## config.mk

```make
export PLATFORM = sky130hd
export DESIGN_NAME = l2_lru
export DESIGN_NICKNAME = d
export VERILOG_FILES = /design/src/rtl/l2_geom_pkg.sv /design/src/rtl/l2_lru.sv
export SDC_FILE = /design/constraint.sdc
export NUM_CORES = 1
export LEC_CHECK = 0
export ABC_AREA = 1
export BUFFER_PORTS_ARGS = -buffer_cell sky130_fd_sc_hd__buf_2
export CAP_MARGIN = 20
export CORE_MARGIN = 2
export CORE_UTILIZATION = 30
export CTS_CLUSTER_DIAMETER = 50
export DETAILED_ROUTE_END_ITERATION = 7
export GPL_ROUTABILITY_DRIVEN = 1
export HOLD_SLACK_MARGIN = 0.12
export PLACE_DENSITY = 0.54
export SLEW_MARGIN = 0
export SYNTH_ARGS = -nofsm -noshare
export SYNTH_HDL_FRONTEND = slang
export SYNTH_SLANG_ARGS = --single-unit
```

## constraint.sdc

```tcl
create_clock -name CLK -period 2.1 [get_ports CLK]
set_input_delay 0.42 -clock CLK [delete_from_list [all_inputs] [get_ports CLK]]
set_output_delay 0.42 -clock CLK [all_outputs]
set_load 0.02 [all_outputs]
```

## src/rtl/l2_geom_pkg.sv

```systemverilog
package l2_geom_pkg;

    //////////////////////////////////////////////////
    // base geometry
    //////////////////////////////////////////////////
    localparam int WORD_BITS   = 32;     // data and address width
    localparam int CACHE_BITS  = 4096;   // total data capacity
    localparam int BLOCK_WORDS = 4;      // words per frame
    localparam int WAYS        = 4;      // associativity

    // derived sizes
    localparam int N_SETS = CACHE_BITS / (WORD_BITS * BLOCK_WORDS * WAYS);

    //////////////////////////////////////////////////
    // address fields, from lsb up
    //////////////////////////////////////////////////
    localparam int BYTE_OFS_BITS = 2;                      // byte within word
    localparam int WORD_SEL_BITS = $clog2(BLOCK_WORDS);    // word within block
    localparam int SET_BITS      = $clog2(N_SETS);
    localparam int WAY_BITS      = $clog2(WAYS);
    localparam int TAG_BITS      = WORD_BITS - SET_BITS - WORD_SEL_BITS - BYTE_OFS_BITS;

    // everything from here up bypasses the cache
    localparam logic [WORD_BITS-1:0] NONCACHE_BASE = 32'h8000_0000;

endpackage

```

## src/rtl/l2_lru.sv

```systemverilog
`timescale 1ns/1ps

module l2_lru import l2_geom_pkg::*; (
    input  logic                 CLK,
    input  logic                 nRST,
    input  logic [WORD_BITS-1:0] lookup_addr,
    input  logic                 touch,
    input  logic [WAY_BITS-1:0]  touch_way,
    output logic [WAY_BITS-1:0]  victim_way
);

    logic [WAY_BITS-1:0] order [N_SETS][WAYS];    // entry 0 is the oldest way
    logic [WAY_BITS-1:0] next_order [WAYS];
    logic [SET_BITS-1:0] set_idx;
    logic [N_SETS-1:0]   set_distinct;

    assign set_idx    = lookup_addr[BYTE_OFS_BITS + WORD_SEL_BITS +: SET_BITS];
    assign victim_way = order[set_idx][0];

    // touched way goes to the newest slot, the ones after it shift down
    always_comb begin : touch_shift
        logic seen;
        seen = 1'b0;
        for (int i = 0; i < WAYS - 1; i++) begin
            if (order[set_idx][i] == touch_way) begin
                seen = 1'b1;
            end
            next_order[i] = seen ? order[set_idx][i+1] : order[set_idx][i];
        end
        next_order[WAYS-1] = touch_way;
    end

    always_ff @(posedge CLK, negedge nRST) begin
        if (!nRST) begin
            for (int s = 0; s < N_SETS; s++) begin
                for (int i = 0; i < WAYS; i++) begin
                    order[s][i] <= WAY_BITS'(i);    // way 0 oldest
                end
            end
        end else if (touch) begin
            for (int i = 0; i < WAYS; i++) begin
                order[set_idx][i] <= next_order[i];
            end
        end
    end

    // every set must keep a permutation of the ways
    always_comb begin : perm_check
        logic [WAYS-1:0] present;
        for (int s = 0; s < N_SETS; s++) begin
            present = '0;
            for (int i = 0; i < WAYS; i++) begin
                present[order[s][i]] = 1'b1;
            end
            set_distinct[s] = &present;
        end
    end

    assert property (@(posedge CLK) disable iff (!nRST) &set_distinct)
        else $error("lru order of a set holds a duplicate way");

endmodule

```

==> qor.txt <==
Status: completed
Final Instance Area: 4138 um^2
Peak supply drop: 412.1 uV
Commonest non-fill, non-tap cell in the layout: nand2_1
Detailed Routing Iterations Pass 1: 5
Worst slew pin tran: 0.3802 ns
IO Pins: 39
Placement Cell Area: 3844 um^2
Final HPWL DP: 6545 um
Die H: 110.7 um
Critical path class: in2out
Via density: 4.660
Power per cell area: 1125 nW/um^2
Slew HR: 74.63%
Yosys reg bits: 64
Via count: 3080
Port-buffer cells: 9
DR iter-0 viols: 189
Max Root-Sink Buffers: 2
DRC: 0
Core box area: 10980 um^2
GPL Wtd Cong: 0.8202
Syn Inst Count: 474
Critical path buffers and inverters: 6
Worst EP required: 1.68 ns
Crit-path cells: buf_2 -> inv_1 -> buf_4 -> nand2_1 -> nand3_1 -> nand2_1 -> inv_1 -> nand2_1 -> buf_4 -> buf_2
Hold crit path type: in2reg
CP arrival: 1.49 ns
Most frequent cells in the layout: 184 x nand2_1, 63 x nand3_1, 56 x inv_1, 42 x o21ai_0, 33 x buf_4
CTS Sinks: 64
Setup tns final: 0 ns
Syn. warnings: 0
Total die area: 12250 um^2
Fillers: 1142
Hold Fails Final Rpt: 0
Top cell by count, worst path: nand2_1
Distinct cells, synth: 23
ANT nets after route: 0
Final Skew: 0.007853 ns
Max-slew violations: 0
Slowest cell on crit path: buf_4
Max Cap Violations: 0
Regs by FF count: order (64)
Final setup fails: 0
Pwr Total: 4655 uW
Routed wire length: 9037 um
Number of global-route vias before repair: 2996
Largest family of logic cells by synthesized area: simple AND/OR/NAND/NOR gates
Clock transition at path regs: 0.05 ns
Max Fclk: 522.2 MHz
CP top delay family: buffers and inverters
Post-synthesis mux area share: 0%
Synth Area in Compound Gates: 7.588%
Worst-Skew Late Latency: 0.33 ns
Sequential share of the synthesized area: 48.09%
Simple-gate share of the synthesized area: 35.45%
Post-CTS Setup Bufs: 0
TritonCTS Buffers: 9
Setup WS post-layout: 0.1851 ns
Finished Layout Cells: 661
Routed len/inst: 13.67 um
Top reg by flops: order
Placed insts: 644
Initial Utilization: 31.08%
First-pass GRT wire length: 15270 um
Largest net degree at the start of global routing: 65
Fin crit period: 1.915 ns
Gr ovfl total: 0
Tcrit/Tclk final: 91.19%
Diode count: 0
Post-synthesis xor/xnor area fraction: 0%
Antenna violations before repair: 0
Pre-CTS setup slack: -0.2240 ns
Number of placement rows: 38
Sequential Area: 1642 um^2
CTS tree: done
Area Growth Syn to Fin: 21.22%
Die Wd: 110.7 um
Synth Area per Inst: 7.201 um^2
CP Max Fanout: 16
Tot GR Track Use: 15.71%
Syn_nets: 511
Root buf cell: clkbuf_16
Post-Synthesis Cell Area: 3413 um^2
Max reg flops: 64
CP Launch Type: primary input
Nets: 553
Share of cells above drive strength 1: 20.54%
Area of the multi-input gates: 1471 um^2
Synth Area in Adders: 0%
RSZ-0062 raised after global routing: no
H-tree depth: 3
Worst setup EP type: primary output
Pleak: 0.002109 uW
CP max stage delay: 0.22 ns
==> logic make-up after synthesis <==
| group | after synthesis |
|---|---|
| and+or+nand+nor | 287 |
| DFF | 64 |
| buffers and inverters | 74 |
| AOI/OAI and AO/OA | 49 |
==> routing by layer <==
metal  global-route usage [%]  share of wire (%)  vias up
met2                    24.79                 46       73
met5                        0                  0        -
met3                    2.460                3.5       15
met4                    6.167                1.7        0
met1                    21.69                 49     1423
li1                         -                  -     1569
==> worst reg2reg max path, cell delays in order (launching register included) <==
cell and delay [ns]:
dfstp_2 0.53, inv_1 0.04, nand2_1 0.06, nand3_1 0.08, nand2_1 0.13, o21ai_0 0.10
nand2_1 0.08, nand2_1 0.11, nand3_1 0.16, nand2_2 0.17, nand3_1 0.15, nand2_1 0.06
==> synth_stat cells <==
cell type | instances | share of area [%]
a211oi_1 | 1 | 0.22
a21boi_0 | 1 | 0.22
a21oi_1 | 2 | 0.29
buf_2 | 2 | 0.29
buf_4 | 6 | 1.3
clkbuf_1 | 6 | 0.66
clkinv_1 | 1 | 0.11
dfrtp_1 | 32 | 23
dfstp_2 | 32 | 25
inv_1 | 56 | 6.2
inv_2 | 3 | 0.33
nand2_1 | 184 | 20
nand2_2 | 8 | 1.5
nand3_1 | 63 | 9.2
nand3_4 | 1 | 0.51
nand4_1 | 2 | 0.37
nor2_1 | 23 | 2.5
nor2_2 | 5 | 0.92
nor4_1 | 1 | 0.18
o21ai_0 | 42 | 6.2
o21ai_2 | 1 | 0.26
o21bai_1 | 1 | 0.22
o31ai_1 | 1 | 0.22
==> area by class of cell <==
cell class / count / area share [%]
Multi-Input combinational cell: 336 / 35.56
Clock buffer: 16 / 6.804
Timing Repair Buffer: 45 / 8.285
Tap cell: 140 / 4.233
Inverter: 60 / 5.443
Sequential cell: 64 / 39.67
==> path summary, 6_finish.rpt <==
kind / startpoint / to / slack [ns] / depth (start not counted)
worst max-delay path: lookup_addr[4] / victim_way[1] / 0.19 / 10
worst min-delay path: touch_way[1] / order[57] / 0.39 / 3
worst max register to register: order[12] / order[34] / 0.32 / 11
worst min register to register: order[4] / order[4] / 0.46 / 2
max in group asynchronous: nRST / order[19] / 1.14 / 3
min in group asynchronous: nRST / order[53] / 0.63 / 3
==> timing repair <==
action | CTS | global route
setup endpoints to repair | 0 | 8
hold buffers | 1 | 0
resized for setup | 0 | 1
endpoints found under the hold margin | 16 | 0
==> per-stage QoR <==
stage | hold WS (ns) | utilization (%)
detailed placement | 0.4600 | 35.00
CTS | 0.3938 | 37.65
global route | 0.4242 | 37.67
global placement | 0.4579 | 35.00
finish | 0.3936 | 37.67
floorplan | 0.1244 | -
==> power breakdown <==
| group | switching [uW] | leakage, uW | internal, uW |
|---|---|---|---|
| clock | 502 | 0.000137 | 897 |
| sequential | 212 | 0.000748 | 1750 |
| combinational | 805 | 0.00122 | 490 |
(Power assumes the default switching activity.)
