### src/rtl/l2_geom_pkg.sv
package l2_geom_pkg;

    //////////////////////////////////////////////////
    // base geometry
    //////////////////////////////////////////////////
    localparam int WORD_BITS   = 32;     // data and address width
    localparam int CACHE_BITS  = 4096;   // total data capacity
    localparam int BLOCK_WORDS = 4;      // words per frame
    localparam int WAYS        = 4;      // associativity

    // derived sizes
    localparam int N_SETS = CACHE_BITS / (WORD_BITS * BLOCK_WORDS * WAYS);

    //////////////////////////////////////////////////
    // address fields, from lsb up
    //////////////////////////////////////////////////
    localparam int BYTE_OFS_BITS = 2;                      // byte within word
    localparam int WORD_SEL_BITS = $clog2(BLOCK_WORDS);    // word within block
    localparam int SET_BITS      = $clog2(N_SETS);
    localparam int WAY_BITS      = $clog2(WAYS);
    localparam int TAG_BITS      = WORD_BITS - SET_BITS - WORD_SEL_BITS - BYTE_OFS_BITS;

    // everything from here up bypasses the cache
    localparam logic [WORD_BITS-1:0] NONCACHE_BASE = 32'h8000_0000;

endpackage

### src/rtl/l2_ctrl_pkg.sv
package l2_ctrl_pkg;

    //////////////////////////////////////////////////
    // miss controller states
    //////////////////////////////////////////////////
    typedef enum logic [1:0] {
        IDLE      = 2'd0,    // serving hits and pass-through
        WRITEBACK = 2'd1,    // dirty victim out to memory
        REFILL    = 2'd2     // new block in from memory
    } l2_state_t;

    // memory bus addressing
    localparam int unsigned WORD_STEP = 4;    // byte increment per burst word

endpackage

### src/rtl/l2_controller.sv
`timescale 1ns/1ps

module l2_controller import l2_geom_pkg::*, l2_ctrl_pkg::*; (
    input  logic                     CLK,
    input  logic                     nRST,
    input  logic [WORD_BITS-1:0]     proc_addr,
    input  logic                     proc_ren,
    input  logic                     proc_wen,
    input  logic [WORD_BITS-1:0]     proc_wdata,
    output logic [WORD_BITS-1:0]     proc_rdata,
    output logic                     proc_busy,
    output logic [WORD_BITS-1:0]     mem_addr,
    output logic                     mem_ren,
    output logic                     mem_wen,
    output logic [WORD_BITS-1:0]     mem_wdata,
    input  logic [WORD_BITS-1:0]     mem_rdata,
    input  logic                     mem_busy,
    input  logic                     hit,
    input  logic [WAY_BITS-1:0]      hit_way,
    input  logic [WORD_BITS-1:0]     hit_rdata,
    input  logic [WAY_BITS-1:0]      victim_way,
    input  logic                     victim_dirty,
    input  logic [TAG_BITS-1:0]      victim_tag,
    input  logic [WORD_BITS-1:0]     victim_word,
    output logic                     fill_we,
    output logic                     install,
    output logic                     wb_done,
    output logic                     hit_we,
    output logic [WAY_BITS-1:0]      fill_way,
    output logic [WORD_SEL_BITS-1:0] fill_word,
    output logic [WORD_BITS-1:0]     fill_data,
    output logic [WORD_BITS-1:0]     hit_wdata,
    output logic                     touch,
    output logic [WAY_BITS-1:0]      touch_way
);

    l2_state_t state, next_state;

    logic [WORD_SEL_BITS-1:0] word_cnt;
    logic [WORD_BITS-1:0]     burst_addr;
    logic [WAY_BITS-1:0]      vic_way;     // victim held for the whole miss
    logic [SET_BITS-1:0]      set_idx;
    logic [WORD_BITS-1:0]     refill_base;
    logic [WORD_BITS-1:0]     wb_base;
    logic                     req;
    logic                     uncached;
    logic                     miss;
    logic                     word_done;
    logic                     last_word;

    assign req       = proc_ren | proc_wen;
    assign uncached  = proc_addr >= NONCACHE_BASE;
    assign set_idx   = proc_addr[WORD_SEL_BITS + BYTE_OFS_BITS +: SET_BITS];
    assign miss      = (state == IDLE) && req && !uncached && !hit;
    assign word_done = (state != IDLE) && !mem_busy;    // one burst word accepted
    assign last_word = word_cnt == WORD_SEL_BITS'(BLOCK_WORDS - 1);

    // block-aligned burst start addresses
    assign refill_base = {proc_addr[WORD_BITS-1:WORD_SEL_BITS + BYTE_OFS_BITS],
                          {(WORD_SEL_BITS + BYTE_OFS_BITS){1'b0}}};
    assign wb_base     = {victim_tag, set_idx, {(WORD_SEL_BITS + BYTE_OFS_BITS){1'b0}}};

    //////////////////////////////////////////////////
    // state machine
    //////////////////////////////////////////////////
    always_comb begin
        next_state = state;
        case (state)
            IDLE: begin
                if (miss) begin
                    next_state = victim_dirty ? WRITEBACK : REFILL;
                end
            end
            WRITEBACK: begin
                if (word_done && last_word) begin
                    next_state = REFILL;
                end
            end
            REFILL: begin
                if (word_done && last_word) begin
                    next_state = IDLE;    // access hits on the next cycle
                end
            end
            default: next_state = IDLE;
        endcase
    end

    always_ff @(posedge CLK, negedge nRST) begin
        if (!nRST) begin
            state    <= IDLE;
            word_cnt <= '0;
        end else begin
            state <= next_state;
            if (word_done) begin
                word_cnt <= word_cnt + 1'b1;    // wraps to 0 after the last word
            end
        end
    end

    // burst address and victim way
    always_ff @(posedge CLK) begin
        if (miss) begin
            vic_way    <= victim_way;
            burst_addr <= victim_dirty ? wb_base : refill_base;
        end else if (word_done) begin
            if ((state == WRITEBACK) && last_word) begin
                burst_addr <= refill_base;
            end else begin
                burst_addr <= burst_addr + WORD_BITS'(WORD_STEP);
            end
        end
    end

    //////////////////////////////////////////////////
    // bus steering and frame store strobes
    //////////////////////////////////////////////////
    always_comb begin
        proc_busy = 1'b1;
        mem_ren   = 1'b0;
        mem_wen   = 1'b0;
        mem_addr  = burst_addr;
        mem_wdata = victim_word;
        hit_we    = 1'b0;
        fill_we   = 1'b0;
        install   = 1'b0;
        wb_done   = 1'b0;
        touch     = 1'b0;
        case (state)
            IDLE: begin
                if (uncached) begin
                    mem_addr  = proc_addr;
                    mem_wdata = proc_wdata;
                    mem_ren   = proc_ren;
                    mem_wen   = proc_wen & ~proc_ren;    // read wins if both
                    if (req) begin
                        proc_busy = mem_busy;
                    end
                end else if (req) begin
                    touch = 1'b1;    // hit way, or the victim as a miss starts
                    if (hit) begin
                        proc_busy = 1'b0;
                        hit_we    = proc_wen;
                    end
                end
            end
            WRITEBACK: begin
                mem_wen = 1'b1;
                wb_done = !mem_busy && last_word;
            end
            REFILL: begin
                mem_ren = 1'b1;
                fill_we = !mem_busy;
                install = !mem_busy && last_word;
            end
            default: proc_busy = 1'b1;
        endcase
    end

    assign proc_rdata = uncached ? mem_rdata : hit_rdata;
    assign fill_way   = (state == IDLE) ? victim_way : vic_way;
    assign fill_word  = word_cnt;
    assign fill_data  = mem_rdata;
    assign hit_wdata  = proc_wdata;
    assign touch_way  = hit ? hit_way : victim_way;

    assert property (@(posedge CLK) disable iff (!nRST) !(mem_ren && mem_wen))
        else $error("mem_ren and mem_wen high together");

    assert property (@(posedge CLK) disable iff (!nRST)
                     state inside {IDLE, WRITEBACK, REFILL})
        else $error("controller state out of range");

endmodule

### config.mk
export PLATFORM = sky130hd
export DESIGN_NAME = l2_controller
export DESIGN_NICKNAME = d
export VERILOG_FILES = /design/src/rtl/l2_geom_pkg.sv /design/src/rtl/l2_ctrl_pkg.sv /design/src/rtl/l2_controller.sv
export SDC_FILE = /design/constraint.sdc
export NUM_CORES = 1
export LEC_CHECK = 0
export BUFFER_PORTS_ARGS = -buffer_cell sky130_fd_sc_hd__buf_2
export CAP_MARGIN = 20
export CORE_AREA = 2 2 143 145
export CTS_CLUSTER_SIZE = 20
export DETAILED_ROUTE_END_ITERATION = 8
export DIE_AREA = 0 0 145 147
export GPL_ROUTABILITY_DRIVEN = 0
export SLEW_MARGIN = 5
export SYNTH_ARGS = -nofsm -noshare
export SYNTH_HDL_FRONTEND = slang
export SYNTH_SLANG_ARGS = --single-unit
### constraint.sdc
create_clock -name CLK -period 3.3 [get_ports CLK]
set_clock_uncertainty 0.1 [all_clocks]
set_input_delay 0.99 -clock CLK [delete_from_list [all_inputs] [get_ports CLK]]
set_output_delay 0.99 -clock CLK [all_outputs]
set_load 0.03 [all_outputs]
==> impl_metrics.csv, run 1 <==
group,metric,value,unit
clock_network,htree_levels,2,
synthesis,synth_cells,410,
timing,final.setup.tns,0,ps
synthesis,ys_warn_count,0,
job,maxCapViolCount,0,
clock_network,cts_tree,"built",
synthesis,ys_seq_area_share,27.3,%
grt,antenna_found_initial,8,
setup_path,arrival,2120,ps
timing,max_slew.worst_pin.slew,831,ps
timing,final_hold_viol_count,0,
power,p_leak,2.70,nW
die,start_util,19.6,%
place,post_dp_cell_area,0.00561,sq mm
clock_network,clock_latency,290,ps
setup_path,crit_path_start,"proc_addr[31]",
synthesis,avgSynthCellArea,9.48,sq um
final_layout,syn2layout_area_growth,48.9,%
final_layout,finalNonFillerCells,988,
place,place_ws,75.0,ps
synthesis,synth-seq-cells,36,
synthesis,synth.top_cell.area_share,27.2,%
place,place_inst,975,
synthesis,synth_common_cells,"94 x mux2_2, 64 x buf_4, 32 x edfxtp_1, 23 x nor2_1, 22 x xnor2_1",
synthesis,synth_cell_type_count,42,
timing,setup_ws,86.4,ps
run_status,outcome,"complete, no violations",
power,p_comb_share,60.2,%
die,dieArea,0.0213,sq mm
die,core_region_area,0.0198,sq mm
setup_path,path_max_fanout,19,
grt,grt_overflow,0,
place,io_buffer_count,369,
setup_path,worstSetupStartpointType,"input port",
drt,vias,4268,
grt,grt_pass1_wl,23400,um
setup_path,reg2reg_depth,7,
timing,rsz0062_at_grt,"no",
clock_network,clkTransAtPathRegs,60,ps
grt,grt_pass1_vias,4050,
final_layout,fillers,2122,
power,sw_frac_of_total,48.6,%
drt,via_per_inst,4.32,
clock_network,cts-root-buf,"clkbuf_16",
clock_network,clockBufferDepth,2,
grt,grt_usage,14.2,%
power,internal_power,0.00197,W
synthesis,synth_edf_count,32,
synthesis,synthFlopType,"edfxtp_1",
final_layout,finalNetCount,910,
power,clock_power_share,14.6,%
synthesis,async_reset_ff_share,11.1,%
power,p_per_area,662,mW/mm^2
clock_network,hold_buffers,0,
final_layout,drive_gt1_share,69.1,%
place,hpwl,13600,um
drt,ant_nets,0,
clock_network,cts_resized,0,
drt,drt_iter0_markers,166,
drt,wirelength,16100,um
timing,fin_crit,3210,ps
timing,max_freq,311,MHz
timing,period_share,97.4,%
timing,setup_viol,0,
clock_network,clkSinkCount,36,
timing,slew_violations,0,
timing,slew_headroom,44.2,%
hold_path,hold_class,"in2async",
power,p_switching,0.00186,W
setup_path,timing.rr.start,"state[1]$_DFFE_PN0P_",
synthesis,ys_top_cells_by_area,"mux2_2 27%, edfxtp_1 25%, buf_4 12%",
setup_path,cp-end-kind,"primary output",
clock_network,cts_inserted_buffers,5,
setup_path,r2r_slack,950,ps
die,die-height,147,um
synthesis,synth.most_common_cell,"mux2_2",
die,rows,52,
power,ir_worst_vdd,0.335,mV
grt,grt_start_max_net_pins,42,
power,share_seq_of_total_power,25.1,%
synthesis,syn-num-nets,608,
final_layout,final_area,0.00579,sq mm
die,ioPinCount,370,
synthesis,synth_top_area_cell,"mux2_2",
setup_path,path_class,"in2out",
drt,dr.pass1.iters,4,
synthesis,syn_area,0.00389,sq mm
clock_network,postCtsSetupRepairBufs,0,
setup_path,critPathRequiredTime,2210,ps
setup_path,r2r-end,"burst_addr[10]$_DFFE_PP_",
drt,wl_per_cell,16.3,um
drt,drc,0,
die,die_w,145,um
## flip-flops by register name (all words and copies together) (netlist names)
register,flops
state,2
fill_word,2
vic_way,2
burst_addr,30
## per-layer routing
metal / vias up / share of wire (%) / GRT usage [%]
met2: 215 / 47 / 23.5
met3: 20 / 8.3 / 4.69
met5: - / 0.27 / 0
met1: 1958 / 43 / 18.0
met4: 6 / 1.4 / 3.27
li1: 2069 / - / -
## critical path: stages
cell	delay, ps
buf_2	80
and2_2	210
buf_4	290
mux2_2	370
buf_2	180
## cell families after synthesis
family / synth area share (%)
adders and majority gates: 0.643
muxes: 27.2
AOI/OAI and AO/OA: 10.3
xor gates and xnor gates: 6.08
buffers and inverters: 15.5
DFF: 27.3
and+or+nand+nor: 13.0
## through the flow
step	util (%)	hold WS, ps	total power [W]
final	29.2	396	0.00383
after floorplan	-	448	0.00259
after CTS	29.1	386	0.00387
after detailed placement	28.3	402	0.00330
after global routing	29.1	390	0.00404
after global placement	28.3	401	0.00328
## how the worst max path moves through the flow
stage / endpoint / depth (start not counted) / slack, ps
floorplan: mem_addr[10] / 5 / -70
global placement: mem_addr[12] / 5 / 80
detailed placement: mem_addr[12] / 5 / 70
CTS: mem_addr[12] / 5 / 70
global route: mem_addr[12] / 5 / 9
finish: mem_addr[9] / 5 / 90
## layout by cell type (no fill, tap or decap), types with 2 or more instances in the layout
| master | n |
|---|---|
| a21oi_1 | 14 |
| nor4_1 | 5 |
| buf_2 | 369 |
| diode_2 | 5 |
| and3_1 | 6 |
| nor3_1 | 7 |
| edfxtp_1 | 32 |
| dfrtp_1 | 4 |
| buf_12 | 2 |
| and4_1 | 3 |
| o21ai_1 | 4 |
| buf_4 | 9 |
| mux2_2 | 94 |
| xor2_1 | 5 |
| a22oi_1 | 10 |
| nand4_1 | 5 |
| nand2_1 | 19 |
| o21ai_0 | 16 |
| or2_2 | 2 |
| ha_1 | 2 |
| xnor2_1 | 22 |
| nor2_1 | 23 |
| and2_1 | 2 |
| clkbuf_16 | 5 |
| inv_1 | 7 |
| nor4_4 | 2 |
| nand3_1 | 9 |
| o22ai_1 | 15 |
## power groups by stage
stage,registers (W),clock network [W],logic (W)
after floorplan,0.000913,0,0.00168
after global placement,0.000970,0,0.00231
after detailed placement,0.000971,0,0.00232
after CTS,0.000963,0.000579,0.00233
after global routing,0.000991,0.000587,0.00246
final,0.000964,0.000561,0.00231
## final cells by class
type | instances | area, sq um | area share (%)
multi-input combinational | 282 | 2230 | 38.5
timing repair buffer | 380 | 1950 | 33.8
sequential | 36 | 1060 | 18.3
tap | 270 | 338 | 5.83
clock buffer | 5 | 125 | 2.16
clock inverter | 3 | 42.5 | 0.735
inverter | 7 | 26.3 | 0.454
antenna | 5 | 12.5 | 0.216
(Power assumes the default switching activity.)
==> run 2: changes to the inputs <==
Settings changed: ABC_AREA from default to 1, CORE_AREA 2 2 143 145 to 2 2 145 147, DIE_AREA 0 0 145 147 to 0 0 147 149.
==> impl_metrics.csv, run 2 <==
group,metric,value,unit
final_layout,syn2layout_area_growth,41.3,%
timing,rsz0062_at_grt,"no",
timing,max_slew.worst_pin.slew,495,ps
clock_network,clkSinkCount,36,
synthesis,ys_top_cells_by_area,"nand2_1 25%, edfxtp_1 21%, buf_4 11%",
timing,final.setup.tns,0,ps
synthesis,synth_cells,762,
clock_network,cts-root-buf,"clkbuf_16",
die,die_w,147,um
timing,final_hold_viol_count,0,
final_layout,seqCellArea,0.00106,sq mm
setup_path,r2r_slack,1280,ps
grt,grt_usage,19.3,%
synthesis,synth.top_cell.area_share,24.8,%
clock_network,clock_latency,290,ps
timing,slew_headroom,66.9,%
drt,drt_iter0_markers,277,
synthesis,syn_area,0.00464,sq mm
drt,via_per_inst,4.39,
power,p_per_area,635,mW/mm^2
place,io_buffer_count,369,
power,power,0.00417,W
final_layout,largest_register,"burst_addr",
die,ioPinCount,370,
synthesis,synth-seq-cells,36,
place,hpwl,19100,um
setup_path,path_class,"in2out",
drt,ant_nets,0,
grt,grt_pass1_wl,31300,um
clock_network,cts_resized,0,
synthesis,syn-num-nets,960,
synthesis,synth_cell_type_count,31,
synthesis,synth_common_cells,"307 x nand2_1, 67 x buf_4, 65 x inv_1, 64 x o21ai_0, 57 x nor2_1",
synthesis,async_reset_ff_share,11.1,%
synthesis,synthFlopType,"edfxtp_1",
grt,grt_pass1_vias,5433,
setup_path,arrival,2070,ps
final_layout,final_cell_mix,"369 x buf_2, 307 x nand2_1, 65 x inv_1",
place,place_inst,1324,
drt,dr.pass1.iters,5,
synthesis,synth_top_area_cell,"nand2_1",
timing,setup_viol,0,
setup_path,timing.rr.start,"burst_addr[3]$_SDFFCE_PP0P_",
synthesis,synth_edf_count,32,
die,core_region_area,0.0206,sq mm
job,maxCapViolCount,0,
drt,wl_per_cell,16.5,um
die,rows,53,
clock_network,htree_levels,2,
drt,wirelength,22000,um
drt,drc,0,
final_layout,largest_register_ffs,30,
final_layout,finalNonFillerCells,1336,
run_status,outcome,"complete, no violations",
clock_network,clkTransAtPathRegs,60,ps
grt,antenna_found_initial,10,
setup_path,worstSetupStartpointType,"input port",
grt,grt_overflow,0,
place,post_dp_cell_area,0.00641,sq mm
setup_path,cp-end-kind,"primary output",
clock_network,cts_tree,"built",
timing,max_freq,317,MHz
power,ir_worst_vdd,0.247,mV
synthesis,synth.most_common_cell,"nand2_1",
drt,vias,5868,
synthesis,avgSynthCellArea,6.10,sq um
synthesis,ys_warn_count,0,
timing,period_share,95.7,%
power,p_leak,3.61,nW
synthesis,ys_seq_area_share,22.8,%
hold_path,hold_class,"in2async",
timing,fin_crit,3160,ps
clock_network,hold_buffers,0,
die,die-height,149,um
clock_network,clockBufferDepth,2,
timing,slew_violations,0,
setup_path,critPathRequiredTime,2210,ps
final_layout,fillers,2296,
final_layout,multiInputGateArea,0.00271,sq mm
clock_network,postCtsSetupRepairBufs,0,
final_layout,drive_gt1_share,41.4,%
die,dieArea,0.0219,sq mm
die,start_util,22.6,%
final_layout,final_area,0.00656,sq mm
final_layout,mostFrequentLayoutCell,"buf_2",
setup_path,crit_path_start,"proc_addr[31]",
final_layout,finalNetCount,1254,
grt,grt_start_max_net_pins,46,
clock_network,cts_inserted_buffers,5,
setup_path,path_max_fanout,37,
-- run 2: layout make-up --
| class | count | share of cell area, % |
|---|---|---|
| antenna | 4 | 0.153 |
| clock buffer | 6 | 1.96 |
| clock inverter | 2 | 0.172 |
| inverter | 67 | 3.83 |
| multi-input combinational | 565 | 41.2 |
| sequential | 36 | 16.2 |
| tap | 275 | 5.24 |
| timing repair buffer | 381 | 31.2 |
-- run 2: worst paths after layout --
path | to | depth (start not counted)
min reg2reg | fill_word[0]$_DFFE_PN0N_ | 1
max reg2reg | burst_addr[22]$_DFFE_PP_ | 10
min | state[1]$_DFFE_PN0P_ | 1
min in group CLK | fill_word[0]$_DFFE_PN0N_ | 1
max | proc_rdata[27] | 7
max in group asynchronous | fill_word[0]$_DFFE_PN0N_ | 1
-- run 2: critical path: stages --
cell     delay (ps)
buf_2           130
buf_12          170
inv_2            90
buf_12          180
nand2_1          70
nand2_1         180
buf_2           240
-- run 2: kinds of logic after synthesis --
kind of cell | synth area share [%]
buffers and inverters | 19.0
AOI/OAI and AO/OA | 11.5
adders and majority gates | 0.539
muxes | 8.73
xor gates and xnor gates | 0.754
DFF | 22.8
and+or+nand+nor | 36.6
-- run 2: per-layer routing --
metal	vias up	wire, um	track usage [%]
li1	2962	-	-
met1	2583	7100	17.7
met2	284	12500	40.8
met3	39	1450	3.73
met4	0	916	7.64
met5	-	0	0
-- run 2: stage by stage --
stage | util (%) | hold slack [ps] | setup slack (ps)
finish | 31.9 | 385 | 142
global route | 31.9 | 382 | 71.1
CTS | 31.9 | 371 | 130
detailed placement | 31.2 | 406 | 135
global placement | 31.2 | 398 | 142
floorplan | - | 484 | 41.4
-- run 2: where the power goes --
group	total (W)	switching, W	leakage (nW)	internal, W
combinational	0.00270	0.00180	3.19	0.000896
sequential	0.000982	0.000227	0.353	0.000755
clock	0.000484	0.000206	0.0645	0.000278
total	0.00417	0.00224	3.61	0.00193
